<file path="config.mk">
export PLATFORM = sky130hd
export DESIGN_NAME = icache_data_array
export DESIGN_NICKNAME = d
export VERILOG_FILES = /design/src/logic/icache_pkg.sv /design/src/logic/icache_data_array.sv
export SDC_FILE = /design/constraint.sdc
export NUM_CORES = 2
export LEC_CHECK = 0
export BUFFER_PORTS_ARGS = -buffer_cell sky130_fd_sc_hd__buf_2
export CAP_MARGIN = 15
export CORE_MARGIN = 2
export CORE_UTILIZATION = 30
export DETAILED_ROUTE_END_ITERATION = 8
export PLACE_DENSITY = 0.5
export SYNTH_ARGS = -nofsm -noshare
export SYNTH_HDL_FRONTEND = slang
export SYNTH_MEMORY_MAX_BITS = 65536
export SYNTH_SLANG_ARGS = --single-unit
</file>
<file path="constraint.sdc">
create_clock -name clk_i -period 12.97 [get_ports clk_i]
set_clock_uncertainty 0.1 [all_clocks]
set_input_delay 1.297 -clock clk_i [delete_from_list [all_inputs] [get_ports clk_i]]
set_output_delay 1.297 -clock clk_i [all_outputs]
set_load 0.005 [all_outputs]
</file>
<file path="src/logic/icache_pkg.sv">
// icache shared widths, cpu and memory bus structs, state and command enums
package icache_pkg;

  // ----------------------------------------------------------
  // widths
  // ----------------------------------------------------------
  localparam int ADDR_W     = 32;
  localparam int DATA_W     = 32;
  localparam int LINE_WORDS = 4;   // words per line, also beats per burst
  localparam int WORD_OFF_W = 2;   // byte offset inside a word
  localparam int LINE_OFF_W = 2;   // word offset inside a line

  // one cache line, word 0 in the low bits
  typedef logic [LINE_WORDS-1:0][DATA_W-1:0] line_t;

  // ----------------------------------------------------------
  // cpu fetch port
  // ----------------------------------------------------------
  typedef struct packed {
    logic              valid;  // held until ack or err
    logic [ADDR_W-1:0] addr;
  } cpu_req_t;

  typedef struct packed {
    logic              ack;   // single cycle
    logic              err;   // single cycle, no data
    logic [DATA_W-1:0] data;  // valid with ack only
  } cpu_rsp_t;

  // ----------------------------------------------------------
  // memory burst port
  // ----------------------------------------------------------
  typedef struct packed {
    logic              stb;  // held until stb_ack
    logic [ADDR_W-1:0] adr;  // word aligned, first beat of the wrap
  } mem_req_t;

  typedef struct packed {
    logic              stb_ack;  // burst accepted
    logic              ack;      // one per beat
    logic              err;      // aborts the burst
    logic [ADDR_W-1:0] adr;      // address of the returned beat
    logic [DATA_W-1:0] data;
  } mem_rsp_t;

  // access fsm
  typedef enum logic [1:0] {ARMED, FILL, FLUSH, RECOVER} access_state_e;

  // bus fsm
  typedef enum logic [1:0] {IDLE, WAIT4BUS, BURST} bus_state_e;

  // ctrl -> refill
  typedef enum logic {NOP, READ_LINE} refill_cmd_e;

endpackage

</file>
<file path="src/logic/icache_data_array.sv">
// icache line memories per way, and-or hit mux and word select
`timescale 1ns/1ps

module icache_data_array
  import icache_pkg::*;
#(
  parameter int NUM_WAYS = 2,
  parameter int NUM_SETS = 16,
  localparam int IDX_W = $clog2(NUM_SETS)
)
(
  input  logic                  clk_i,
  input  logic [IDX_W-1:0]      rd_idx_i,
  input  logic [NUM_WAYS-1:0]   wr_way_i,    // one-hot, whole line at once
  input  logic [IDX_W-1:0]      wr_idx_i,
  input  line_t                 wr_line_i,
  input  logic [NUM_WAYS-1:0]   hit_i,       // from tag array, already aligned
  input  logic [LINE_OFF_W-1:0] word_sel_i,  // word of the current request
  output logic [DATA_W-1:0]     word_o
);

  localparam int LINE_BITS = $bits(line_t);

  line_t                 rd_line [NUM_WAYS];
  line_t                 sel_line;
  logic [LINE_OFF_W-1:0] word_sel_q;

  for (genvar w = 0; w < NUM_WAYS; w++)
  begin : g_way
    line_t line_mem [NUM_SETS];

    always_ff @(posedge clk_i)
    begin
      if (wr_way_i[w])
      begin
        line_mem[wr_idx_i] <= wr_line_i;
      end
      rd_line[w] <= line_mem[rd_idx_i];
    end
  end

  // follows the ram read by one cycle
  always_ff @(posedge clk_i)
  begin
    word_sel_q <= word_sel_i;
  end

  // and-or mux, hit is one-hot or zero
  always_comb
  begin
    sel_line = '0;
    for (int w = 0; w < NUM_WAYS; w++)
    begin
      sel_line = sel_line | (rd_line[w] & {LINE_BITS{hit_i[w]}});
    end
  end

  assign word_o = sel_line[word_sel_q];

endmodule

</file>
* Word-level counts from Yosys, hierarchy flattened
Memories as Yosys holds them, arrays and structs flattened. Index checks and enable logic that the tools add are counted.
Word-level totals: logic and storage cells 14, memories 3, output and inout bits 32, bits in registers 2, input bits 143, memory bits (writable) 4352
Memories:
- g_way[0].line_mem | words 16, bits a word 128, read ports 1, clocked after Yosys merged registers in 0, wr ports 1, RTL line icache_data_array.sv:30 | line_t line_mem [NUM_SETS];
- g_way[1].line_mem | words 16, bits a word 128, read ports 1, clocked after Yosys merged registers in 0, wr ports 1, RTL line icache_data_array.sv:30
- rd_line | words 2, bits a word 128, read ports 2, clocked after Yosys merged registers in 0, wr ports 2, RTL line icache_data_array.sv:24 | line_t rd_line [NUM_WAYS];
Operators by class: magnitude comparators 1, muxes and demuxes 6, bitwise logic cells 3
Operators by type and width (count):
- AND 128 bit | 2
- bitwise OR 128 bit | 1
- binary-select mux 32 bit (select 2 bit) | 1
- two-way mux 32 bit | 1
- two-way mux 1 bit | 4
- < comparator 2 x 3 -> 1 bit, second input constant | 1

* Longest topological paths before layout
depth in word-level cells 4, gate-level depth with buffers 9, gate-level depth less buffers 3

* Least setup slack after synthesis
Ideal clock, no wire load.
kind input to register, start point in wr_idx_i[3], end point mem g_way[1].line_mem[0][0] (netlist bit) (enable), stages on the path 2, buffers on the path 0, arrival time 7.154 ns, setup time 0.617 ns, slack 5.099 ns, data required time 12.253 ns, cell sequence or3b_2 nor2_1
RTL lines:
- start: declaration | RTL line icache_data_array.sv:15 | input logic [IDX_W-1:0] wr_idx_i,
- end: declaration | RTL line icache_data_array.sv:30
No word-level cell before the write port.

* Final worst setup path
start point in hit_i[1], end point out word_o[22]
Between the ends: longest elaborated chain between the ends 4
Ends and longest elaborated chain:
- start: declaration | RTL line icache_data_array.sv:17 | input logic [NUM_WAYS-1:0] hit_i,
- AND 128 bit | RTL line icache_data_array.sv:54 | sel_line = sel_line | (rd_line[w] & {LINE_BITS{hit_i[w]}});
- bitwise OR 128 bit | RTL line icache_data_array.sv:54
- binary-select mux 32 bit (select 2 bit) | RTL line icache_data_array.sv:58 | assign word_o = sel_line[word_sel_q];
- two-way mux 32 bit (implied by the code) | RTL line icache_data_array.sv:58
- end: declaration | RTL line icache_data_array.sv:19 | output logic [DATA_W-1:0] word_o
No other way between the ends. The select of a mux whose other input is x is not followed.

==> run metrics <==
Final GP Congestion 0.743; vias post-DR 78,644; Post-CTS Setup Bufs 0; dpl hpwl 257 mm; largest net degree at the start of global routing 138; Core ar. 533,000 sq um; Syn. warnings 0; via-per-instance ratio 5.24; max-cap viol count 0; Register-to-Register Setup Slack 11.14 ns; R2R Path End rd_line[0][63]; Die Area about 540,000 sq um; RR Startpoint g_way[0].line_mem[15][63]; final worst-path cycle share 46.0%; Rows 268; Clock Pin Slew Worst Setup and Hold Paths 0.06 ns; Yosys cell types 30; status complete, but fails checks; post-DR wirelength/cell 32.9 um; Die H ~740 um; setup ws final 7.00 ns; critical-path maximum fanout between 50 and 60; clock sinks 4,354; Placed Cells incl. Taps 14,097; fmax about 170 MHz; final hold slack 0.318 ns; final total negative setup slack 0 ns; Min Clock Period, post-route about 6.0 ns; Critical Path Sink Type output pin; # resized after CTS 0; Post-synth EDFFs 4,096; Post-Syn Nets 7,121; Initial Util 30.1%; clock root cell clkbuf_16; initial antenna violation count between 100 and 150; clock buffer depth 4; H-tree depth 5; insertion delay to the later sink of the worst-skew pair 1.01 ns; Die W 736 um; endpoints failing hold 0; hold-fix buffers at CTS 0; Worst Hold Class in2reg; Mapped Cells 6,978; max-slew violation count 1; Num CTS Buffers roughly 450; gr ovfl total 0; failing checks max-slew violations; PD cells 164 nW/um^2; Total Routing Usage GR 17.8%; Final Net Count 7,541; Synth async-reset ratio 0%; pre-CTS WS roughly 7.0 ns; io pins 175; first-pass GRT wire length roughly 670 mm; Worst Setup Start Kind input port; worst slew pin tran 1.59 ns; Non-Filler Instances roughly 15,000; unrepaired setup endpoints after global routing false; maximum VDD drop roughly 120 uV; Worst Path Required 11.57 ns; worst hold path cell count 1; Hold Startpoint word_sel_i[1]; hold path endpoint word_sel_q[1]; P&R area growth vs syn 15.7%; drt total wl 494 mm; initial DRC count 9,717; CP arrival 4.57 ns; vias in the first global route 79,781; synthesized area 161,000 sq um; utilization after layout a little over a third; Seq/Total Area, Yosys about 80%; PortBufs 174; # setup viols final 0; Post-DRT Antenna Nets 0; Post-synth top flop edfxtp_1; Synth Register Bits 4,354; Worst slew margin -6.11%; DRC violations left 0; reg2reg path depth 3; share of post-route cells with drive strength above 1 27.8%; Critical Setup Path Class in2out; Synth Area per Inst 23.0 sq um; Lkg Pwr 58.1 nW; CTS tree built; DR pass1 iterations 5
## worst max-delay path, stage by stage
cell and delay (ns):
buf_6 0.64, buf_4 0.92, a22oi_1 0.62, a21oi_1 0.44, a21o_1 0.34, buf_2 0.17
## worst max path at each step
stage | startpoint | to | slack [ns] | cells past startpoint
2_1_floorplan | wr_idx_i[3] | g_way[1].line_mem[0][0] | 5.10 | 2
3_3_place_gp | hit_i[1] | word_o[13] | 6.63 | 6
3_5_place_dp | hit_i[1] | word_o[22] | 6.95 | 6
4_1_cts | hit_i[1] | word_o[22] | 6.95 | 6
5_1_grt | hit_i[1] | word_o[22] | 6.90 | 6
6_report | hit_i[1] | word_o[22] | 7.00 | 6
## state kept, by name, indices dropped and copies added (netlist names)
signal          flops
word_sel_q          2
rd_line           256
g_way.line_mem   4096
## stage by stage
| step | area [sq um] | total power [mW] |
|---|---|---|
| global route | 186000 | 31.4 |
| finish | 186000 | 30.5 |
| CTS | 186000 | 30.8 |
| detailed placement | 171000 | 17.8 |
| global placement | 171000 | 17.7 |
| floorplan | 161000 | 17.0 |
## metal layers
layer | routed length (um) | track usage (%) | vias to the layer above | part of all wire, %
met5 | 271 | 0 | - | 0.055
met4 | 10300 | 3.79 | 44 | 2.1
met1 | 210000 | 25.1 | 43902 | 43
met2 | 234000 | 28.7 | 3189 | 47
met3 | 39600 | 3.44 | 705 | 8.0
li1 | - | - | 30804 | -
## cells in the mapped netlist, types with 49 or more instances
library cell / number / share of area (%)
edfxtp_1: 4096 / 76
dfxtp_1: 258 / 3.2
mux2_2: 100 / 0.70
mux4_2: 952 / 13
a221oi_1: 79 / 0.43
buf_1: 49 / 0.11
o22ai_1: 52 / 0.20
a22oi_1: 465 / 2.2
nand2_1: 190 / 0.44
clkbuf_1: 194 / 0.45
buf_2: 86 / 0.27
mux2i_1: 73 / 0.45
## layout by cell type, fill, tap and decap left out, drive strengths merged, types with 37 or more instances in the layout
cell type,Yosys,routed
o22ai,52,52
mux2,115,115
mux2i,73,73
clkinv,0,139
a221oi,79,79
diode,0,57
clkbuf,194,656
nand2,190,190
dfxtp,258,258
bufinv,0,37
buf,212,373
nor2,47,47
mux4,952,952
a22oi,465,465
edfxtp,4096,4096
nor2b,37,37
## cell type report
cell class | count | area [sq um]
fillers | 49097 | 347000
flip-flops and latches | 4354 | 128000
multi-input cells | 2218 | 31000
clock buffers | 656 | 12900
well taps | 7155 | 8950
repair buffers | 373 | 2850
clock inverters | 194 | 2140
diodes | 57 | 143
## cells by family after synthesis
logic type	share of synthesized area (%)
flip-flops	79.7
multiplexers	14.6
AO/OA/AOI/OAI	3.58
buffers and inverters	1.28
AND/OR/NAND/NOR	0.857
## report_power, final
group / internal [mW] / switching (mW) / total (mW)
registers: 15.7 / 0.164 / 15.9
logic: 0.536 / 1.01 / 1.55
clock network: 7.65 / 5.44 / 13.1
total: 23.9 / 6.62 / 30.5
(Power assumes the default switching activity.)
