--- src/logic/icache_pkg.sv ---
// icache shared widths, cpu and memory bus structs, state and command enums
package icache_pkg;

  // ----------------------------------------------------------
  // widths
  // ----------------------------------------------------------
  localparam int ADDR_W     = 32;
  localparam int DATA_W     = 32;
  localparam int LINE_WORDS = 4;   // words per line, also beats per burst
  localparam int WORD_OFF_W = 2;   // byte offset inside a word
  localparam int LINE_OFF_W = 2;   // word offset inside a line

  // one cache line, word 0 in the low bits
  typedef logic [LINE_WORDS-1:0][DATA_W-1:0] line_t;

  // ----------------------------------------------------------
  // cpu fetch port
  // ----------------------------------------------------------
  typedef struct packed {
    logic              valid;  // held until ack or err
    logic [ADDR_W-1:0] addr;
  } cpu_req_t;

  typedef struct packed {
    logic              ack;   // single cycle
    logic              err;   // single cycle, no data
    logic [DATA_W-1:0] data;  // valid with ack only
  } cpu_rsp_t;

  // ----------------------------------------------------------
  // memory burst port
  // ----------------------------------------------------------
  typedef struct packed {
    logic              stb;  // held until stb_ack
    logic [ADDR_W-1:0] adr;  // word aligned, first beat of the wrap
  } mem_req_t;

  typedef struct packed {
    logic              stb_ack;  // burst accepted
    logic              ack;      // one per beat
    logic              err;      // aborts the burst
    logic [ADDR_W-1:0] adr;      // address of the returned beat
    logic [DATA_W-1:0] data;
  } mem_rsp_t;

  // access fsm
  typedef enum logic [1:0] {ARMED, FILL, FLUSH, RECOVER} access_state_e;

  // bus fsm
  typedef enum logic [1:0] {IDLE, WAIT4BUS, BURST} bus_state_e;

  // ctrl -> refill
  typedef enum logic {NOP, READ_LINE} refill_cmd_e;

endpackage

--- src/logic/icache_ctrl.sv ---
// icache access fsm, index and tag select, replacement lfsr, cpu response
`timescale 1ns/1ps

module icache_ctrl
  import icache_pkg::*;
#(
  parameter int NUM_WAYS = 2,
  parameter int NUM_SETS = 16,
  localparam int IDX_W = $clog2(NUM_SETS),
  localparam int TAG_W = ADDR_W - IDX_W - LINE_OFF_W - WORD_OFF_W,
  localparam int WAY_W = (NUM_WAYS > 1) ? $clog2(NUM_WAYS) : 1
)
(
  input  logic                  clk_i,
  input  logic                  rst_ni,
  input  cpu_req_t              cpu_req_i,
  output cpu_rsp_t              cpu_rsp_o,
  input  logic                  flush_i,
  input  logic [NUM_WAYS-1:0]   hit_i,
  input  logic [DATA_W-1:0]     word_i,
  output logic [IDX_W-1:0]      rd_idx_o,
  output logic [TAG_W-1:0]      tag_o,        // compare tag, fill tag in FILL
  output logic [NUM_WAYS-1:0]   wr_way_o,
  output logic [IDX_W-1:0]      wr_idx_o,
  output logic                  flush_clr_o,
  output refill_cmd_e           cmd_o,
  output logic [ADDR_W-1:0]     line_adr_o,
  input  logic                  beat_i,
  input  logic [DATA_W-1:0]     beat_data_i,
  input  logic [LINE_OFF_W-1:0] beat_off_i,
  input  logic                  done_i,
  input  logic                  fill_err_i
);

  access_state_e           state_q;
  logic                    req_q;         // lookup result for a live request
  logic                    flush_pend_q;
  logic                    crit_wait_q;   // cpu still waits on this fill
  logic [ADDR_W-1:WORD_OFF_W] addr_q;
  logic [IDX_W-1:0]        miss_idx_q;
  logic [TAG_W-1:0]        miss_tag_q;
  logic [LINE_OFF_W-1:0]   miss_off_q;
  logic [19:0]             lfsr_q;
  logic [NUM_WAYS-1:0]     way_pick;
  logic [NUM_WAYS-1:0]     fill_way_q;
  logic [IDX_W-1:0]        cpu_idx;
  logic [TAG_W-1:0]        cpu_tag;
  logic                    flush_go;
  logic                    miss;
  logic                    hit_ack;
  logic                    crit_ack;

  assign cpu_idx = cpu_req_i.addr[WORD_OFF_W+LINE_OFF_W +: IDX_W];
  assign cpu_tag = cpu_req_i.addr[ADDR_W-1 -: TAG_W];

  assign flush_go = flush_i | flush_pend_q;
  assign miss     = (state_q == ARMED) & req_q & ~|hit_i & ~flush_go;  // flush wins
  assign hit_ack  = (state_q == ARMED) & req_q & |hit_i;
  assign crit_ack = (state_q == FILL) & crit_wait_q & beat_i & (beat_off_i == miss_off_q);

  // ----------------------------------------------------------
  // access fsm
  // ----------------------------------------------------------
  always_ff @(posedge clk_i or negedge rst_ni)
  begin
    if (!rst_ni)
    begin
      state_q <= ARMED;
      cmd_o   <= NOP;
    end
    else
    begin
      unique case (state_q)
        ARMED:
        begin
          if (flush_go)
          begin
            state_q <= FLUSH;
          end
          else if (miss)
          begin
            state_q <= FILL;
            cmd_o   <= READ_LINE;  // stb next cycle
          end
        end
        FILL:
        begin
          if (done_i || fill_err_i)
          begin
            state_q <= RECOVER;
            cmd_o   <= NOP;
          end
        end
        FLUSH:   state_q <= RECOVER;
        RECOVER: state_q <= ARMED;   // tags re-read for a held request
        default: state_q <= ARMED;
      endcase
    end
  end

  always_ff @(posedge clk_i or negedge rst_ni)
  begin
    if (!rst_ni)
    begin
      req_q        <= 1'b0;
      flush_pend_q <= 1'b0;
      crit_wait_q  <= 1'b0;
    end
    else
    begin
      req_q        <= cpu_req_i.valid & ~cpu_rsp_o.ack & ~cpu_rsp_o.err;
      flush_pend_q <= flush_go & (state_q != FLUSH);  // kept across a fill
      if (miss)
      begin
        crit_wait_q <= 1'b1;
      end
      else if (cpu_rsp_o.ack || cpu_rsp_o.err)
      begin
        crit_wait_q <= 1'b0;
      end
    end
  end

  // registered request, aligned with the array outputs
  always_ff @(posedge clk_i)
  begin
    addr_q <= cpu_req_i.addr[ADDR_W-1:WORD_OFF_W];
  end

  // miss line and victim way, frozen for the fill
  always_ff @(posedge clk_i)
  begin
    if (miss)
    begin
      miss_idx_q <= addr_q[WORD_OFF_W+LINE_OFF_W +: IDX_W];
      miss_tag_q <= addr_q[ADDR_W-1 -: TAG_W];
      miss_off_q <= addr_q[WORD_OFF_W +: LINE_OFF_W];
      fill_way_q <= way_pick;
    end
  end

  // ----------------------------------------------------------
  // random replacement
  // ----------------------------------------------------------
  always_ff @(posedge clk_i or negedge rst_ni)
  begin
    if (!rst_ni)
    begin
      lfsr_q <= '0;  // xnor taps, zero is a legal state
    end
    else if (state_q != FILL)
    begin
      lfsr_q <= {lfsr_q[18:0], lfsr_q[19] ~^ lfsr_q[16]};
    end
  end

  // NUM_WAYS power of two
  assign way_pick = (NUM_WAYS == 1) ? '1 : NUM_WAYS'(1) << lfsr_q[WAY_W-1:0];

  // ----------------------------------------------------------
  // array control
  // ----------------------------------------------------------
  always_comb
  begin
    unique case (state_q)
      FILL:
      begin
        rd_idx_o = miss_idx_q;
        tag_o    = miss_tag_q;  // tag write on done
      end
      default:
      begin
        rd_idx_o = cpu_idx;     // lookup for the presented address
        tag_o    = cpu_tag;
      end
    endcase
  end

  // errored line never written, stays invalid
  assign wr_way_o    = ((state_q == FILL) && done_i) ? fill_way_q : '0;
  assign wr_idx_o    = miss_idx_q;
  assign flush_clr_o = (state_q == FLUSH);
  assign line_adr_o  = {miss_tag_q, miss_idx_q, miss_off_q, {WORD_OFF_W{1'b0}}};

  // cpu response, fill path forwards the critical beat
  assign cpu_rsp_o.ack  = hit_ack | crit_ack;
  assign cpu_rsp_o.err  = (state_q == FILL) & crit_wait_q & fill_err_i;
  assign cpu_rsp_o.data = (state_q == FILL) ? beat_data_i : word_i;

endmodule

--- config.mk ---
export PLATFORM = sky130hd
export DESIGN_NAME = icache_ctrl
export DESIGN_NICKNAME = d
export VERILOG_FILES = /design/src/logic/icache_pkg.sv /design/src/logic/icache_ctrl.sv
export SDC_FILE = /design/constraint.sdc
export NUM_CORES = 1
export LEC_CHECK = 0
export BUFFER_PORTS_ARGS = -buffer_cell sky130_fd_sc_hd__buf_2
export CAP_MARGIN = 20
export CORE_MARGIN = 8
export CORE_UTILIZATION = 25
export CTS_CLUSTER_DIAMETER = 60
export DETAILED_ROUTE_END_ITERATION = 16
export MAX_ROUTING_LAYER = met4
export PLACE_DENSITY = 0.58
export RECOVER_POWER = 25
export SYNTH_ARGS = -nofsm -noshare
export SYNTH_HDL_FRONTEND = slang
export SYNTH_SLANG_ARGS = --single-unit
--- constraint.sdc ---
create_clock -name clk_i -period 2.3 [get_ports clk_i]
set_input_delay 0 -clock clk_i [delete_from_list [all_inputs] [get_ports clk_i]]
set_output_delay 0 -clock clk_i [all_outputs]
set_load 0.02 [all_outputs]
* Yosys cells after proc, flatten, opt, wreduce, memory -nomap -nowiden *
Index checks and enable logic that the tools add are counted.

operators by class
  equal/unequal tests = 10
  shift operators = 1
  multiplexer cells = 14
  bitwise operators = 17
  reduce and logical (&&, ||, !) cells = 10

operators with widths
  operator               number
  $mux W32               1
  $mux W24               1
  $and A1 B1 Y1          11
  $mux W2                4
  $pmux W2 S4            1
  $ne A2 B2 Y1 const B   3
  $mux W1                5
  $eq A2 B2 Y1 const B   2
  $mux W4                1
  $ne A2 B1 Y1 const B   2
  $reduce_and A4 Y1      1
  $reduce_bool A2 Y1     2
  $ne A3 B3 Y1 const B   1
  $not A1 Y1             3
  $eq A2 B1 Y1 const B   1
  $eq A2 B2 Y1           1
  $logic_not A2 Y1       1
  $logic_or A1 B1 Y1     2
  $or A1 B1 Y1           2
  $pmux W1 S2            1
  $reduce_and A2 Y1      1
  $reduce_or A2 Y1       1
  $shl A1 B1 Y2 const A  1
  $logic_and A1 B1 Y1    1
  other kinds (2)        2

storage, ports and cells
  register bits = 88
  input bits = 107
  output and inout port bits = 102
  word-level logic and storage cells = 63

* Longest topological paths before layout *
  depth after elaboration = 8
  gate-level depth with buffers = 8
  gate-level depth less buffers = 6

* Worst setup path before layout *
OpenSTA, ideal clock, no wires.

  path kind = reg-to-reg
  start = register state_q[1]
  end = register fill_way_q[0], enable pin
  setup time = 0.387 ns
  data arrival time = 1.829 ns
  data required time = 1.913 ns
  path slack = 0.084 ns
  stages on the path, launching flop included = 6
  path buffers = 0
  period minus slack after synthesis = 2.216 ns
  cell sequence = dfrtp_1 > inv_1 > ha_1 > nand4bb_2 > or3_1 > inv_1

on the way
  longest elaborated chain between the ends = 4

RTL lines
  what                         RTL line            text
  start, declared              icache_ctrl.sv:35   access_state_e state_q;
  start signal, assigned       icache_ctrl.sv:68   state_q <= ARMED;
  start signal, assigned       icache_ctrl.sv:78   state_q <= FLUSH;
  start signal, assigned       icache_ctrl.sv:82   state_q <= FILL;
  $logic_not A2 Y1             icache_ctrl.sv:57   assign miss = (state_q == ARMED) & req_q & ~|hit_i & ~flush_go;
  $and A1 B1 Y1 (3 in series)  icache_ctrl.sv:57
  net miss                     icache_ctrl.sv:49   logic miss;
  end signal, assigned         icache_ctrl.sv:138  fill_way_q <= way_pick;
  end, declared                icache_ctrl.sv:45   logic [NUM_WAYS-1:0] fill_way_q;

The timed path passes the listed nets, and every way through them passes these cells.
A chain may end at the register's enable or synchronous reset.

* Worst setup path after layout *
  start = register state_q[1]
  end = output port tag_o[16]

on the way
  longest elaborated chain between the ends = 2

RTL lines
  what           RTL line            text
  $eq A2 B1 Y1   icache_ctrl.sv:165  unique case (state_q)
  $mux W24       icache_ctrl.sv:165
  end, declared  icache_ctrl.sv:22   output logic [TAG_W-1:0] tag_o,

Every way passes these cells.

==> qor.log <==
qor: clock_tree.clock_transition_at_the_registers_of_the_reported_paths 0.06 ns
qor: power_and_ir_drop.power_frac_clock 25.6%
qor: power_and_ir_drop.pwr-share-comb 36.2%
qor: power_and_ir_drop.cell_internal_pwr 0.00368 W
qor: power_and_ir_drop.power_density 1010 nW/um^2
qor: worst_setup_path.worstSetupPathType flip-flop to output pin
qor: synthesis.yosysWarningCount 0
qor: detailed_routing.detail_route.wl_per_cell 14.1 um
qor: run.max-cap-violations 0
qor: detailed_routing.detail_route.wirelength 9120 um
qor: detailed_routing.vias 2660
qor: sta.worst_clock_skew 0.00656 ns
qor: die.fp.dieH 134 um
qor: detailed_routing.drtPass1Iterations 4
qor: global_route.groute.usage.overall 10.2%
qor: cells_and_area.most-common-layout-cells sky130_fd_sc_hd__buf_2, sky130_fd_sc_hd__mux2_2, sky130_fd_sc_hd__dlygate4sd3_1
qor: clock_tree.bufs_on_longest_clock_path 2
qor: cells_and_area.drive_gt1_share 61.2%
qor: worst_setup_path.critPathArrivalTime 2.11 ns
qor: clock_tree.cts_inserted_buffers 9
qor: synthesis.avgSynthCellArea 15.5 sq um
qor: sta.final.hold.worst_slack 0.0388 ns
qor: worst_setup_path.slowest_library_cell_on_the_worst_path sky130_fd_sc_hd__dfrtp_1
qor: cells_and_area.most_common_cell_after_layout_fill_and_taps_aside sky130_fd_sc_hd__buf_2
qor: cells_and_area.n_antenna_cell 0
qor: die.io_pins 209
qor: sta.setup_viol_count_final 0
qor: power_and_ir_drop.sequentialPowerShare 38.1%
qor: sta.fmax 474 MHz
qor: status.run_status finished, final reports clean
qor: cells_and_area.end_of_flow_core_utilization 38.5%
qor: power_and_ir_drop.sw_frac_of_total 31.1%
qor: placement.globalplace.congestion 0.782
qor: hold_path.hold_class primary input to flip-flop
qor: worst_setup_path.path_cells inv_1, ha_4, buf_12, mux2_2, buf_2
qor: worst_setup_path.worst_setup_path_start_kind flip-flop
qor: synthesis.ys_seq_elements 88
qor: detailed_routing.vias_per_cell 4.12
qor: placement.port_buffers 204
qor: sta.period_minus_slack 2.11 ns
qor: clock_tree.htree_num_levels 3
qor: die.die-width 134 um
qor: power_and_ir_drop.leakage 2.35 nW
qor: sta.fin_setup_tns 0 ns
qor: sta.hold_viol 0
qor: global_route.antenna_found_initial 0
qor: sta.period_share 91.7%
qor: worst_setup_path.cp_capture_type output pin
qor: worst_setup_path.worst-endpoint-required 2.30 ns
qor: clock_tree.cts.root.buffer_cell sky130_fd_sc_hd__clkbuf_16
qor: sta.grt_setup_unrepaired no
qor: cells_and_area.layout.nets 571
qor: sta.worstMarginPinSlew 0.567 ns
qor: die.core-area 13700 sq um
qor: detailed_routing.drt_first_iter_violations 60
qor: synthesis.yosys_cell_types 26
qor: sta.maxSlewHeadroom 62.2%
qor: global_route.grt_pass1_vias 3031
qor: worst_setup_path.critical_path_peak_fanout 41
qor: synthesis.seq_area_frac_synth 63.8%
qor: cells_and_area.stdcell_area 5280 sq um
qor: die.fp-row-count 43
qor: power_and_ir_drop.report.power.total 0.00535 W
qor: global_route.grt_overflow_total 0
qor: worst_setup_path.critical_path.max_stage_delay 0.41 ns
qor: global_route.largest_net_degree_at_the_start_of_global_routing 42
qor: clock_tree.post_cts_repair_resize_count 0
qor: worst_setup_path.critical_path_buf_inv_count 3
qor: clock_tree.cts_sinks 88
qor: detailed_routing.postRouteAntennaNets 0
qor: die.design.die.area 17900 sq um
qor: synthesis.synthesis.area 3470 sq um
qor: placement.hpwl 7100 um
qor: sta.final_count_of_pins_violating_max_slew 0
qor: global_route.global_route_wire_length_before_repair 14400 um
qor: detailed_routing.post-route-drc-count 0
qor: cells_and_area.area_growth 52.3%
qor: placement.detailed_place.area 4690 sq um
qor: synthesis.gate_count_of_the_mapped_netlist 224
qor: worst_setup_path.critical-path-top-delay-family buffers and inverters
qor: clock_tree.post_cts.repair.setup_buffers 0
qor: power_and_ir_drop.ir_worst_vdd 0.333 mV
qor: clock_tree.worst_skew_pair.late_latency 0.33 ns
qor: die.floorplan.initialDensity 25.3%
qor: clock_tree.cts_tree done
qor: power_and_ir_drop.switching_power 0.00166 W
[worst paths after layout]
| check | slack [ns] | cells after the start | end | from |
|---|---|---|---|---|
| min | 0.04 | 3 | state_q[1] | fill_err_i |
| max in group asynchronous | 1.71 | 2 | req_q | rst_ni |
| max | 0.19 | 5 | tag_o[16] | state_q[1] |
| max reg2reg | 0.32 | 6 | miss_tag_q[11] | state_q[1] |
| min in group asynchronous | 0.21 | 2 | lfsr_q[10] | rst_ni |
| min reg2reg | 0.40 | 0 | miss_tag_q[23] | addr_q[31] |
[registers in the layout (all words and copies together) (netlist names)]
signal,flops
miss_tag_q,24
crit_wait_q,1
cmd_o,1
fill_way_q,2
req_q,1
state_q,2
miss_off_q,2
addr_q,30
wr_idx_o,4
lfsr_q,20
flush_pend_q,1
[cells by family (layout without fill, tap and decap cells)]
family | count (synthesis) | count (layout) | share of synthesized area (%)
other cells | 1 | 2 | 0.108
flops | 88 | 88 | 63.8
fa+ha+maj | 3 | 3 | 1.08
mux | 78 | 78 | 25.3
compound gates | 13 | 13 | 2.71
simple gates | 14 | 14 | 2.49
buf+inv | 24 | 265 | 3.68
xor+xnor | 3 | 3 | 0.758
[layer usage]
layer	vias to the layer above	GRT usage, %	part of all wire, %
met5	-	-	0
met2	123	16.8	51
li1	1278	-	-
met4	0	4.62	2.1
met3	13	3.20	6.9
met1	1246	11.2	40
[worst min-delay path: cells and delay by family]
kind | cells | cell delay (ns)
compound gates | 1 | 0.15
buf+inv | 1 | 0.10
simple gates | 1 | 0.07
[cells in the mapped netlist, drive strengths merged]
| cell type | count | area, sq um |
|---|---|---|
| mux2 | 78 | 878 |
| edfxtp | 32 | 961 |
| dfxtp | 30 | 601 |
| dfrtp | 26 | 651 |
| buf | 16 | 97.6 |
| inv | 8 | 30.0 |
| nand2 | 4 | 15.0 |
| and3 | 3 | 18.8 |
| ha | 3 | 37.5 |
| o21ai | 3 | 15.0 |
| xor2 | 3 | 26.3 |
| a21oi | 2 | 10.0 |
| a2bb2oi | 2 | 17.5 |
| nand3 | 2 | 10.0 |
| nor2 | 2 | 7.51 |
| o311ai | 2 | 17.5 |
| a31o | 1 | 8.76 |
| conb | 1 | 3.75 |
| nand4bb | 1 | 16.3 |
| nor3b | 1 | 12.5 |
| o211ai | 1 | 7.51 |
| o221ai | 1 | 8.76 |
| o31a | 1 | 8.76 |
| or3 | 1 | 6.26 |
[cell type report]
class | instances | area (sq um)
repair buffers | 241 | 1390
multi-input cells | 113 | 1140
well taps | 180 | 225
fillers | 1341 | 8440
flip-flops and latches | 88 | 2210
clock buffers | 12 | 236
inverters | 8 | 30.0
clock inverters | 4 | 45.0
[power groups by stage]
stage	Combinational [W]	Clock [W]	Sequential, W
4_1_cts	0.00198	0.00142	0.00204
5_1_grt	0.00210	0.00147	0.00208
3_5_place_dp	0.00192	0	0.00208
3_3_place_gp	0.00188	0	0.00206
2_1_floorplan	0.00137	0	0.00205
6_report	0.00194	0.00137	0.00204
[repair_timing]
| item | in CTS | in global routing |
|---|---|---|
| hold endpoints to repair | 58 | 0 |
| endpoints found under the setup margin | 0 | 0 |
| hold buffers | 33 | 0 |
[metrics by stage]
stage          instances  worst slack, ns
2_1_floorplan        225           0.0838
3_5_place_dp         597            0.307
3_3_place_gp         597            0.342
6_report             646            0.191
5_1_grt              646           0.0491
4_1_cts              646            0.159
(Power assumes the default switching activity.)
