$ cat src/logic/icache_pkg.sv
// icache shared widths, cpu and memory bus structs, state and command enums
package icache_pkg;

  // ----------------------------------------------------------
  // widths
  // ----------------------------------------------------------
  localparam int ADDR_W     = 32;
  localparam int DATA_W     = 32;
  localparam int LINE_WORDS = 4;   // words per line, also beats per burst
  localparam int WORD_OFF_W = 2;   // byte offset inside a word
  localparam int LINE_OFF_W = 2;   // word offset inside a line

  // one cache line, word 0 in the low bits
  typedef logic [LINE_WORDS-1:0][DATA_W-1:0] line_t;

  // ----------------------------------------------------------
  // cpu fetch port
  // ----------------------------------------------------------
  typedef struct packed {
    logic              valid;  // held until ack or err
    logic [ADDR_W-1:0] addr;
  } cpu_req_t;

  typedef struct packed {
    logic              ack;   // single cycle
    logic              err;   // single cycle, no data
    logic [DATA_W-1:0] data;  // valid with ack only
  } cpu_rsp_t;

  // ----------------------------------------------------------
  // memory burst port
  // ----------------------------------------------------------
  typedef struct packed {
    logic              stb;  // held until stb_ack
    logic [ADDR_W-1:0] adr;  // word aligned, first beat of the wrap
  } mem_req_t;

  typedef struct packed {
    logic              stb_ack;  // burst accepted
    logic              ack;      // one per beat
    logic              err;      // aborts the burst
    logic [ADDR_W-1:0] adr;      // address of the returned beat
    logic [DATA_W-1:0] data;
  } mem_rsp_t;

  // access fsm
  typedef enum logic [1:0] {ARMED, FILL, FLUSH, RECOVER} access_state_e;

  // bus fsm
  typedef enum logic [1:0] {IDLE, WAIT4BUS, BURST} bus_state_e;

  // ctrl -> refill
  typedef enum logic {NOP, READ_LINE} refill_cmd_e;

endpackage

$ cat src/logic/icache_refill.sv
// icache bus fsm, beat counter and line assembly buffer
`timescale 1ns/1ps

module icache_refill
  import icache_pkg::*;
(
  input  logic                  clk_i,
  input  logic                  rst_ni,
  input  refill_cmd_e           cmd_i,
  input  logic [ADDR_W-1:0]     line_adr_i,   // word aligned, critical word
  output mem_req_t              mem_req_o,
  input  mem_rsp_t              mem_rsp_i,
  output logic                  beat_o,       // good beat this cycle
  output logic [DATA_W-1:0]     beat_data_o,
  output logic [LINE_OFF_W-1:0] beat_off_o,
  output line_t                 line_o,       // complete on done_o
  output logic                  done_o,
  output logic                  err_o
);

  localparam logic [LINE_OFF_W-1:0] LAST_BEAT = LINE_OFF_W'(LINE_WORDS - 1);

  bus_state_e            state_q;
  logic [LINE_OFF_W-1:0] cnt_q;    // beats still to come, minus one
  logic [ADDR_W-1:0]     adr_q;    // holds adr while stb waits
  line_t                 line_q;
  logic [LINE_OFF_W-1:0] off;

  assign off = mem_rsp_i.adr[WORD_OFF_W +: LINE_OFF_W];  // wrap position

  assign beat_o      = (state_q == BURST) & mem_rsp_i.ack & ~mem_rsp_i.err;
  assign beat_data_o = mem_rsp_i.data;
  assign beat_off_o  = off;
  assign done_o      = beat_o & (cnt_q == '0);
  assign err_o       = (state_q == BURST) & mem_rsp_i.err;  // ends burst at once

  // ----------------------------------------------------------
  // bus fsm
  // ----------------------------------------------------------
  always_ff @(posedge clk_i or negedge rst_ni)
  begin
    if (!rst_ni)
    begin
      state_q <= IDLE;
      cnt_q   <= LAST_BEAT;
    end
    else
    begin
      unique case (state_q)
        IDLE:
        begin
          cnt_q <= LAST_BEAT;
          if (cmd_i == READ_LINE)
          begin
            // stb is already out this cycle
            state_q <= mem_rsp_i.stb_ack ? BURST : WAIT4BUS;
          end
        end
        WAIT4BUS:
        begin
          cnt_q <= LAST_BEAT;
          if (mem_rsp_i.stb_ack)
          begin
            state_q <= BURST;
          end
        end
        BURST:
        begin
          if (err_o || done_o)
          begin
            state_q <= IDLE;
          end
          else if (beat_o)
          begin
            cnt_q <= cnt_q - 1'b1;
          end
        end
        default: state_q <= IDLE;
      endcase
    end
  end

  // strobe straight from the command, no extra cycle
  always_comb
  begin
    mem_req_o.stb = (state_q == WAIT4BUS) || ((state_q == IDLE) && (cmd_i == READ_LINE));
    mem_req_o.adr = (state_q == IDLE) ? line_adr_i : adr_q;
  end

  always_ff @(posedge clk_i)
  begin
    if (state_q == IDLE)
    begin
      adr_q <= line_adr_i;
    end
  end

  // ----------------------------------------------------------
  // line assembly
  // ----------------------------------------------------------
  always_ff @(posedge clk_i)
  begin
    if (beat_o)
    begin
      line_q[off] <= mem_rsp_i.data;
    end
  end

  // last beat merged in here so the line is written on done
  always_comb
  begin
    line_o      = line_q;
    line_o[off] = mem_rsp_i.data;
  end

endmodule

$ cat config.mk
export PLATFORM = sky130hd
export DESIGN_NAME = icache_refill
export DESIGN_NICKNAME = d
export VERILOG_FILES = /design/src/logic/icache_pkg.sv /design/src/logic/icache_refill.sv
export SDC_FILE = /design/constraint.sdc
export NUM_CORES = 1
export LEC_CHECK = 0
export BUFFER_PORTS_ARGS = -buffer_cell sky130_fd_sc_hd__clkbuf_2
export CORE_ASPECT_RATIO = 1.75
export CORE_MARGIN = 3
export CORE_UTILIZATION = 35
export DETAILED_ROUTE_END_ITERATION = 10
export PLACE_DENSITY_LB_ADDON = 0.25
export SKIP_LAST_GASP = 1
export SLEW_MARGIN = 20
export SYNTH_ARGS = -nofsm -noshare
export SYNTH_HDL_FRONTEND = slang
export SYNTH_SLANG_ARGS = --single-unit
$ cat constraint.sdc
create_clock -name clk_i -period 3.67 [get_ports clk_i]
set_clock_uncertainty 0.15 [all_clocks]
set_input_delay 0.734 -clock clk_i [delete_from_list [all_inputs] [get_ports clk_i]]
set_output_delay 0.734 -clock clk_i [all_outputs]
set_load 0.01 [all_outputs]
After elaboration in Yosys (flattened, before gate mapping)
Cells that the tools add are included.
{ "classes": {"muxes": 12, "reduce_logical": 10, "multipliers": 0, "shift": 0, "n_lt_le_gt_ge": 2, "bitwise": 5, "eq_ne": 7, "div_mod_pow": 0, "add_sub_neg": 1} }
{ "op_table": {"columns": ["operator", "count"], "rows": [
  ["$bwmux 128", 1],
  ["$demux 32 s2", 1],
  ["$mux 32", 2],
  ["$mux 2", 6],
  ["$ne 2x2->1 const B", 4],
  ["$pmux 2 s3", 1],
  ["$reduce_and 3->1", 2],
  ["$and 1x1->1", 4],
  ["$logic_not 2->1", 2],
  ["$pmux 2 s2", 1],
  ["$lt 2x3->1 const B", 1],
  ["$eq 2x1->1 const B", 1],
  ["$eq 2x2->1 const B", 1],
  ["$ge 2x1->1 const B", 1],
  ["$logic_and 1x1->1", 2],
  ["$logic_or 1x1->1", 2],
  ["$ne 2x1->1 const B", 1],
  ["$reduce_bool 2->1", 1],
  ["$reduce_or 2->1", 1],
  ["$sub 2x1->2 const B", 1],
  ["$not 1->1", 1]
]} }
{ "word_totals": {"register_bits": 164, "ramBits": 0, "wordCells": 44, "latchBits": 0, "memories": 0, "input_bits": 102, "output_inout_bits": 198, "romBits": 0} }

Logic depth before layout (Yosys ltp)
Gate-level depths: netlist of the first run.
{ "logic_depth": {"ltp_word": 7, "ltp_mapped": 4, "ltp_nobuf": 4} }

Worst setup path before layout of the first run
OpenSTA, ideal clock, no wires.
{ "synth_path": {"kind": "in2out", "start": "input mem_rsp_i[64] (netlist name)", "end": "output done_o", "arrival_ns": 3.045, "n_path_buf": 0, "stages": 2, "required_time_ns": 2.786, "slack_ns": -0.259, "path_cell_list": "and4bb_2 and2_1"} }
{ "synth_via": {"elab_chain_len": 3} }
{ "synth_lines": {"columns": ["item", "line_no", "text"], "rows": [
  ["start, declared", "icache_refill.sv:12", "input mem_rsp_t mem_rsp_i,"],
  ["$not 1->1", "icache_refill.sv:31", "assign beat_o = (state_q == BURST) & mem_rsp_i.ack & ~mem_rsp_i.err;"],
  ["$and 1x1->1", "icache_refill.sv:31", null],
  ["$and 1x1->1", "icache_refill.sv:34", "assign done_o = beat_o & (cnt_q == '0);"],
  ["end, declared", "icache_refill.sv:17", "output logic done_o,"]
]} }
Every way passes these cells.

==> impl_metrics.py, run 1 <==
metrics = {
    "run_status": {
        "outcome": "completed",
    },
    "timing": {
        "report.final.slew_viol_count": 0,
        "finalCriticalPeriod_ns": 2.96,
        "rsz0062_at_grt": "no",
        "post-route-period-util": 0.806,
        "fin_tns_setup_ns": 0,
        "finalHoldViolCount": 0,
        "setup_violations": 0,
        "maxSlewHeadroom": 0.426,
        "worst-slew-pin-transition_ns": 0.861,
        "max_freq_mhz": 338,
    },
    "logic_synthesis": {
        "synthesis.nets": 501,
        "ys_types": 24,
        "syn_avg_cell_area_um2": 17.5,
        "synthCells": 398,
        "synthSimpleGateAreaFrac": 0.0153,
        "yosys.area_share.adder": 0.00180,
        "synth_compound_area_frac": 0.00270,
        "synth_top_family_by_area": "multiplexers",
        "ys_seq_area_frac": 0.660,
        "ys_seq_elements": 164,
        "synth_area_um2": 6950,
        "muxShareOfSynthArea": 0.263,
        "synth_xor_area_frac": 0,
        "synth_warnings": 0,
    },
    "clocking": {
        "clockBufferDepth": 2,
        "ctsResizeCount": 0,
        "htreeDepth": 4,
        "clock_latency_ns": 0.42,
        "cts-root-buf": "clkbuf_16",
        "clk_pin_slew_worst_paths_ns": 0.06,
        "cts.sink_count": 164,
        "cts_tree": "done",
        "cts_buffers": 17,
    },
    "cells_and_area": {
        "antenna_cells": 0,
        "nNetsFinal": 748,
        "drive_above_1_share": 0.716,
        "fillCellCount": 1765,
        "most-common-layout-cells": "clkbuf_2, mux2_2, edfxtp_1",
        "final_common_cell": "clkbuf_2",
        "final_cells": 899,
        "area_growth_pct": 28.4,
    },
    "worst_setup_path": {
        "worstSetupPathType": "in -> out",
        "rr_endpoint": "line_q[81]",
        "worstSetupEndpointType": "output port",
        "rr_worst_depth": 2,
        "cp.required_ns": 2.79,
        "cp_max_fo": 22,
        "reg2reg_slack_ns": 1.49,
        "crit_end": "line_o[82]",
        "arrival_ns": 2.07,
        "timing.rr.start": "state_q[1]",
        "crit_path_start_kind": "primary input",
        "crit_start": "mem_rsp_i[34]",
    },
    "drt": {
        "viasPerCell": 4.81,
        "drt-total-wl_mm": 16.6,
        "vias": 4328,
        "drcViolationCount": 0,
        "ant_nets": 0,
        "first_iter_violations": 134,
        "dr.pass1.iters": 4,
        "wire_per_inst_um": 18.5,
    },
    "floorplanning": {
        "num_rows": 67,
        "start_util": 0.359,
        "dieHeight_um": 192,
        "pin_count": 300,
        "die_w_um": 113,
        "core_um2": 19400,
        "die-area_um2": 21600,
    },
    "placed_design": {
        "gp_congestion": 0.785,
        "port_buffers": 269,
        "dp_cells": 866,
        "post-dp-hpwl_mm": 12.1,
    },
    "power_and_ir_drop": {
        "p_leak_nw": 3.66,
        "ir_drop_mv": 0.429,
        "p_per_area_nw_per_um2": 523,
    },
    "grt": {
        "grtUsageTotal": 0.151,
        "antenna_found_initial": 0,
        "grt_max_degree": 68,
        "grt_pass1_wl_mm": 24.6,
        "grt_pass1_vias": 4508,
        "grt_overflow": 0,
    },
    "min_path": {
        "min_path_type": "reg -> reg",
    },
    "run": {
        "max_cap_violations": 0,
    },
}
-- layout make-up --
| type | instances | area (um2) | area share |
|---|---|---|---|
| sequential | 164 | 4590 | 0.514 |
| clock buffer | 24 | 482 | 0.0540 |
| clock inverter | 8 | 101 | 0.0114 |
| multi-input combinational | 181 | 1980 | 0.222 |
| inverter | 2 | 7.51 | 0.000842 |
| timing repair buffer | 279 | 1460 | 0.164 |
| tap | 241 | 302 | 0.0338 |
-- per-stage QoR --
stage | setup slack [ns] | hold slack [ns] | power (W) | cell area, um2 | utilization
CTS | 0.673 | 0.315 | 0.00475 | 8920 | 0.461
floorplan | 0.426 | 0.288 | 0.00267 | 6950 | -
global route | 0.607 | 0.323 | 0.00488 | 8920 | 0.461
global placement | 0.678 | 0.293 | 0.00294 | 8330 | 0.430
detailed placement | 0.677 | 0.313 | 0.00296 | 8330 | 0.430
finish | 0.712 | 0.325 | 0.00467 | 8920 | 0.461
-- routing by layer --
| metal | vias up | track usage | share of wire |
|---|---|---|---|
| met4 | 0 | 0.0740 | 0.029 |
| met2 | 166 | 0.279 | 0.55 |
| li1 | 1968 | - | - |
| met3 | 29 | 0.0461 | 0.068 |
| met1 | 2165 | 0.151 | 0.35 |
| met5 | - | 0 | 0 |
-- kinds of logic (layout without fill, tap and decap cells) --
kind of cell,after synthesis,after routing
AO/OA/AOI/OAI,2,2
AND/OR/NAND/NOR,16,16
buffers and inverters,53,313
adder cells (fa/ha/maj),1,1
multiplexers,162,162
flip-flops,164,164
-- worst max-delay path, cell delays in order --
cell	delay (ns)
clkbuf_2	0.16
nand2b_2	0.38
buf_12	0.25
mux2_2	0.36
clkbuf_2	0.16
-- state kept, by name (all words and copies together), names as in the netlist --
name	flops
adr_q	32
cnt_q	2
line_q	128
state_q	2
-- cells in the mapped netlist --
library cell / count / area (um2)
nor2b_1: 1 / 6.26
dfstp_2: 2 / 52.6
nor2_1: 1 / 3.75
buf_2: 3 / 15.0
nor3b_1: 1 / 7.51
inv_1: 2 / 7.51
nor4b_2: 1 / 15.0
mux2_2: 155 / 1750
clkbuf_2: 2 / 10.0
and2_1: 1 / 6.26
mux2_1: 7 / 78.8
and4bb_2: 1 / 12.5
and3b_1: 1 / 8.76
edfxtp_1: 128 / 3840
ha_1: 1 / 12.5
o21ba_2: 1 / 10.0
buf_6: 6 / 67.6
nand2_1: 4 / 15.0
dfrtp_1: 2 / 50.1
dfxtp_1: 32 / 641
buf_4: 40 / 300
nand2b_1: 4 / 25.0
a22o_1: 1 / 8.76
nor2_2: 1 / 6.26
-- where the power goes --
group	internal (W)	leakage (nW)	switching (W)	total, W
logic	0.000333	1.90	0.000387	0.000720
registers	0.00215	1.48	0.0000357	0.00219
clock network	0.00105	0.276	0.000704	0.00176
total	0.00354	3.66	0.00113	0.00467
-- worst min path at each step --
| stage | startpoint | to | slack, ns | cells past startpoint |
|---|---|---|---|---|
| 2_1_floorplan | rst_ni | state_q[0] | 0.29 | 0 |
| 3_3_place_gp | adr_q[24] | adr_q[24] | 0.29 | 1 |
| 3_5_place_dp | adr_q[23] | adr_q[23] | 0.31 | 1 |
| 4_1_cts | mem_rsp_i[66] | state_q[0] | 0.31 | 2 |
| 5_1_grt | mem_rsp_i[66] | state_q[0] | 0.32 | 2 |
| 6_report | adr_q[13] | adr_q[13] | 0.33 | 1 |
-- what timing repair did --
item | in CTS | in global routing
setup buffers | 0 | 0
hold buffers | 1 | 0
endpoints found under the hold margin | 2 | 0
No activity file was read; power rests on OpenSTA's default activity.
==> run 2, diff against run 1 <==
ABC_AREA = 1   (was not set)
clock period = 2.84 ns   (was 3.67 ns; I/O delays follow)
==> run 2 against run 1 <==
  * Sequential cell count stayed put
  * Total power is 28% higher
  * Largest power group unchanged
  * Sequential power is 30% higher
  * Routed wire length is 2.9% higher
  * Via count is 21% higher
  * Clock-buffer cell count is 7 lower
  * First-iteration DRC count is 54% higher
  * Die area is 1.9% lower
==> impl_metrics.py, run 2 <==
metrics = {
    "logic_synthesis": {
        "synth_compound_area_frac": 0.119,
        "ys_seq_area_frac": 0.674,
        "syn_avg_cell_area_um2": 10.4,
        "yosys-top-cells-area": "edfxtp_1, nand2_1, dfxtp_1, o21ai_0, buf_4",
        "synthTopCellsByCount": "nand2_1, edfxtp_1, o21ai_0, inv_1, buf_4",
        "yosysMostFrequentCell": "nand2_1",
        "synthCells": 653,
        "ys_types": 19,
        "synthSimpleGateAreaFrac": 0.120,
        "synthesis.nets": 756,
        "muxShareOfSynthArea": 0,
        "yosys.area_share.adder": 0.00184,
        "synth_area_um2": 6810,
        "synth_top_family_by_area": "simple AND/OR/NAND/NOR gates",
        "yosys.area.top_type": "edfxtp_1",
        "synth_xor_area_frac": 0,
        "synth_async_sr_flop_share": 0.0244,
        "synth_warnings": 0,
        "synth_top_flop_cell": "edfxtp_1",
        "synth_edf_count": 128,
        "ys_seq_elements": 164,
        "yosysTopAreaCellShare": 0.564,
    },
    "grt": {
        "antenna_found_initial": 1,
        "grt_max_degree": 59,
        "grt_pass1_wl_mm": 26.8,
        "grt_overflow": 0,
        "grt_pass1_vias": 4865,
        "grtUsageTotal": 0.160,
    },
    "cells_and_area": {
        "largest_reg_flops": 128,
        "fin_area_um2": 8790,
        "post-route-util": 0.467,
        "drive_above_1_share": 0.365,
        "registers.top_by_ff_count": "line_q",
        "antenna_cells": 0,
        "area_growth_pct": 29.1,
        "nNetsFinal": 989,
        "fillCellCount": 1868,
        "top_regs": "line_q: 128 flops, adr_q: 32 flops",
        "final_common_cell": "clkbuf_2",
        "most-common-layout-cells": "clkbuf_2, nand2_1, edfxtp_1",
    },
    "clocking": {
        "clock_latency_ns": 0.42,
        "clk_pin_slew_worst_paths_ns": 0.07,
        "clockBufferDepth": 2,
        "cts-root-buf": "clkbuf_16",
        "htreeDepth": 4,
        "cts.sink_count": 164,
        "cts_tree": "done",
        "post-cts-setup-buffers": 0,
        "cts_buffers": 17,
    },
    "floorplanning": {
        "core_um2": 18800,
        "num_rows": 66,
        "start_util": 0.362,
        "die-area_um2": 21200,
        "dieHeight_um": 191,
        "pin_count": 300,
        "die_w_um": 111,
    },
    "worst_setup_path": {
        "arrival_ns": 1.87,
        "worstSetupPathType": "in -> out",
        "crit_path_start_kind": "primary input",
        "worstSetupEndpointType": "output port",
        "cp_max_fo": 30,
        "cp.required_ns": 2.12,
    },
    "timing": {
        "report.final.slew_viol_count": 0,
        "whs_ns": 0.155,
        "rsz0062_at_grt": "no",
        "max_freq_mhz": 386,
        "maxSlewHeadroom": 0.644,
        "post-route-period-util": 0.912,
        "setup_violations": 0,
        "worst-slew-pin-transition_ns": 0.534,
        "finalHoldViolCount": 0,
        "finalCriticalPeriod_ns": 2.59,
    },
    "drt": {
        "drcViolationCount": 0,
        "vias": 5222,
        "dr.pass1.iters": 6,
        "ant_nets": 0,
        "wire_per_inst_um": 15.0,
        "drt-total-wl_mm": 17.1,
        "first_iter_violations": 206,
        "viasPerCell": 4.59,
    },
    "power_and_ir_drop": {
        "ir_drop_mv": 0.489,
        "total_power_w": 0.00596,
        "p_leak_nw": 4.02,
        "p_per_area_nw_per_um2": 678,
    },
    "placed_design": {
        "port_buffers": 269,
        "gp_congestion": 0.786,
        "dpl_cell_area_um2": 8230,
        "post-dp-hpwl_mm": 12.6,
    },
    "min_path": {
        "min_path_type": "in -> reg",
    },
    "run_status": {
        "outcome": "completed",
    },
    "run": {
        "max_cap_violations": 0,
    },
}
-- run 2: cell count changes after synthesis, sizes merged, moves of 3 or more --
cell / change
a21oi: +32
buf: +5
clkbuf: +14
inv: +39
mux2: -162
nand2: +168
nand2b: -4
nand3: +3
nor2: +36
o21ai: +130
-- run 2: per-stage QoR --
stage	cells	setup TNS, ns	setup WS [ns]
5_1_grt	1137	0	0.175
2_1_floorplan	653	-42.20	-0.329
6_report	1137	0	0.249
4_1_cts	1137	0	0.243
3_5_place_dp	1104	0	0.246
3_3_place_gp	1104	0	0.285
-- run 2: critical path, cell delays in order --
cell,delay (ns)
clkbuf_2,0.17
inv_2,0.05
or2_2,0.43
buf_12,0.23
o21ai_1,0.22
clkbuf_2,0.18
-- run 2: final timing paths --
check | startpoint | end | slack [ns] | cells after the start
max in group asynchronous | rst_ni | cnt_q[1] | 1.97 | 2
setup / recovery | mem_rsp_i[35] | line_o[79] | 0.25 | 6
hold / removal | mem_rsp_i[66] | state_q[0] | 0.16 | 2
min in group asynchronous | rst_ni | state_q[0] | 0.35 | 2
setup reg to reg | state_q[1] | line_q[13] | 0.79 | 5
hold reg to reg | adr_q[9] | adr_q[9] | 0.31 | 2
-- run 2: layout make-up --
cell class	instances	area, um2	area share
clock buffers	17	425	0.0484
repair buffers	284	1520	0.173
clock inverters	15	119	0.0135
well taps	238	298	0.0339
flip-flops and latches	164	4590	0.522
inverters	41	170	0.0194
multi-input cells	378	1670	0.189
-- run 2: cells by family after synthesis --
| kind of cell | after synthesis |
|---|---|
| AND/OR/NAND/NOR | 215 |
| flip-flops | 164 |
| AO/OA/AOI/OAI | 162 |
| buffers and inverters | 111 |
| adder cells (fa/ha/maj) | 1 |
-- run 2: routing by layer --
layer	vias up	routed length [um]	global-route usage
li1	2660	-	-
met1	2359	6880	0.185
met2	186	8880	0.286
met3	15	1050	0.0422
met4	2	241	0.0534
met5	-	13	0
-- run 2: report_power, final --
part | leakage [nW] | internal [W] | switching, W | total [W]
clock network | 0.268 | 0.00114 | 0.000996 | 0.00214
logic | 2.27 | 0.000344 | 0.000635 | 0.000980
registers | 1.48 | 0.00280 | 0.0000458 | 0.00285
-- run 2: timing repair --
item | in CTS | in global routing
endpoints found under the hold margin | 4 | 0
hold buffers | 1 | 0
setup endpoints to repair | 0 | 0
resized for setup | 0 | 0
==> run 3, diff against run 2 <==
CORE_UTILIZATION = 47   (was 35)
==> run 3 against run 2 <==
  * Critical path depth is the same
  * Core utilization grew 16 points
  * Clock-buffer cell count grew 9
  * Worst setup slack gained 0.041 ns
  * Register-to-register slack lost 0.06 ns
  * Sequential share of layout area is the same
  * Sequential power is essentially flat
  * Hold slack gained 0.015 ns
  * Routed wire length shrank 4.0%
  * Global-route usage grew 4.0 points
  * Clock power grew 11%
==> impl_metrics.py, run 3 (synthesis results as in run 2) <==
metrics = {
    "timing": {
        "report.final.slew_viol_count": 0,
        "finalHoldViolCount": 0,
        "finalCriticalPeriod_ns": 2.55,
        "setup_violations": 0,
        "max_freq_mhz": 392,
        "rsz0062_at_grt": "no",
        "maxSlewHeadroom": 0.649,
        "worst-slew-pin-transition_ns": 0.526,
        "post-route-period-util": 0.898,
        "fin_tns_setup_ns": 0,
    },
    "power_and_ir_drop": {
        "ir_drop_mv": 0.420,
        "p_leak_nw": 4.06,
        "p_per_area_nw_per_um2": 705,
    },
    "clocking": {
        "ctsResizeCount": 0,
        "cts-root-buf": "clkbuf_16",
        "cts.sink_count": 164,
        "cts_buffers": 17,
        "post-cts-setup-buffers": 0,
        "clock_latency_ns": 0.41,
        "hold_buffers": 1,
        "cts_tree": "done",
        "clockBufferDepth": 2,
        "htreeDepth": 4,
        "clk_pin_slew_worst_paths_ns": 0.06,
    },
    "cells_and_area": {
        "multi_input_area_um2": 1670,
        "fillCellCount": 1206,
        "registers.top_by_ff_count": "line_q",
        "antenna_cells": 0,
        "final_common_cell": "clkbuf_2",
        "fin_area_um2": 8790,
        "top_regs": "line_q: 128 flops, adr_q: 32 flops",
        "area_growth_pct": 29.1,
        "nNetsFinal": 989,
        "seq_area_um2": 4590,
        "drive_above_1_share": 0.363,
        "final_cells": 1076,
        "largest_reg_flops": 128,
        "most-common-layout-cells": "clkbuf_2, nand2_1, edfxtp_1",
    },
    "floorplanning": {
        "die-area_um2": 16000,
        "num_rows": 57,
        "dieHeight_um": 165,
        "core_um2": 14000,
        "start_util": 0.485,
        "pin_count": 300,
        "die_w_um": 97.0,
    },
    "worst_setup_path": {
        "worstSetupEndpointType": "output port",
        "cp.required_ns": 2.12,
        "cp_max_fo": 48,
        "arrival_ns": 1.83,
        "worstSetupPathType": "in -> out",
        "crit_path_start_kind": "primary input",
    },
    "drt": {
        "dr.pass1.iters": 7,
        "ant_nets": 0,
        "vias": 5305,
        "wire_per_inst_um": 15.2,
        "drcViolationCount": 0,
        "viasPerCell": 4.93,
        "drt-total-wl_mm": 16.4,
        "first_iter_violations": 272,
    },
    "grt": {
        "met2_usage": 0.358,
        "grt_pass1_vias": 4984,
        "grt_pass1_wl_mm": 25.6,
        "antenna_found_initial": 0,
        "grt_use_met1": 0.235,
        "globalRouteMet3Util": 0.0450,
        "grt_overflow": 0,
        "grtUsageTotal": 0.200,
        "top_usage_layer": "met2",
        "grt_max_degree": 86,
    },
    "min_path": {
        "min_path_type": "in -> reg",
    },
    "run_status": {
        "outcome": "completed",
    },
    "run": {
        "max_cap_violations": 0,
    },
    "placed_design": {
        "gp_congestion": 0.777,
        "port_buffers": 269,
        "dp_cells": 1043,
        "dpl_cell_area_um2": 8150,
        "post-dp-hpwl_mm": 11.7,
    },
}
run 3: critical path, stage by stage:
cell	delay [ns]
clkbuf_2	0.17
inv_2	0.05
or2_2	0.28
buf_4	0.29
o21ai_1	0.27
clkbuf_2	0.17
run 3: per-stage QoR:
| stage | total power, W | setup slack, ns | hold WS [ns] | util |
|---|---|---|---|---|
| floorplan | 0.00347 | -0.329 | 0.122 | - |
| global placement | 0.00386 | 0.339 | 0.236 | 0.580 |
| detailed placement | 0.00388 | 0.316 | 0.242 | 0.580 |
| CTS | 0.00627 | 0.316 | 0.159 | 0.626 |
| global route | 0.00648 | 0.202 | 0.170 | 0.626 |
| finish | 0.00620 | 0.290 | 0.170 | 0.626 |
run 3: power breakdown:
group / total (W) / leakage (nW) / switching [W] / internal (W)
clock network: 0.00237 / 0.313 / 0.000923 / 0.00145
registers: 0.00285 / 1.48 / 0.0000469 / 0.00280
logic: 0.000977 / 2.26 / 0.000633 / 0.000344
total: 0.00620 / 4.06 / 0.00160 / 0.00460
run 3: metal layers:
| metal | up-vias | wire length, um |
|---|---|---|
| li1 | 2659 | - |
| met2 | 206 | 8700 |
| met3 | 18 | 966 |
| met1 | 2422 | 6430 |
| met5 | - | 0 |
| met4 | 0 | 285 |
run 3: worst paths after layout:
path,start,endpoint,slack [ns],cells past startpoint
max,mem_rsp_i[35],line_o[83],0.29,6
min,mem_rsp_i[66],state_q[0],0.17,2
max reg2reg,state_q[0],line_q[99],0.73,5
max in group asynchronous,rst_ni,cnt_q[1],1.96,2
min in group asynchronous,rst_ni,state_q[0],0.36,2
min reg2reg,adr_q[0],adr_q[0],0.31,2
run 3: layout make-up:
type / instances / area share
inverter: 41 / 0.0194
clock inverter: 6 / 0.00527
sequential: 164 / 0.522
multi-input combinational: 378 / 0.189
tap: 177 / 0.0252
clock buffer: 26 / 0.0668
timing repair buffer: 284 / 0.172
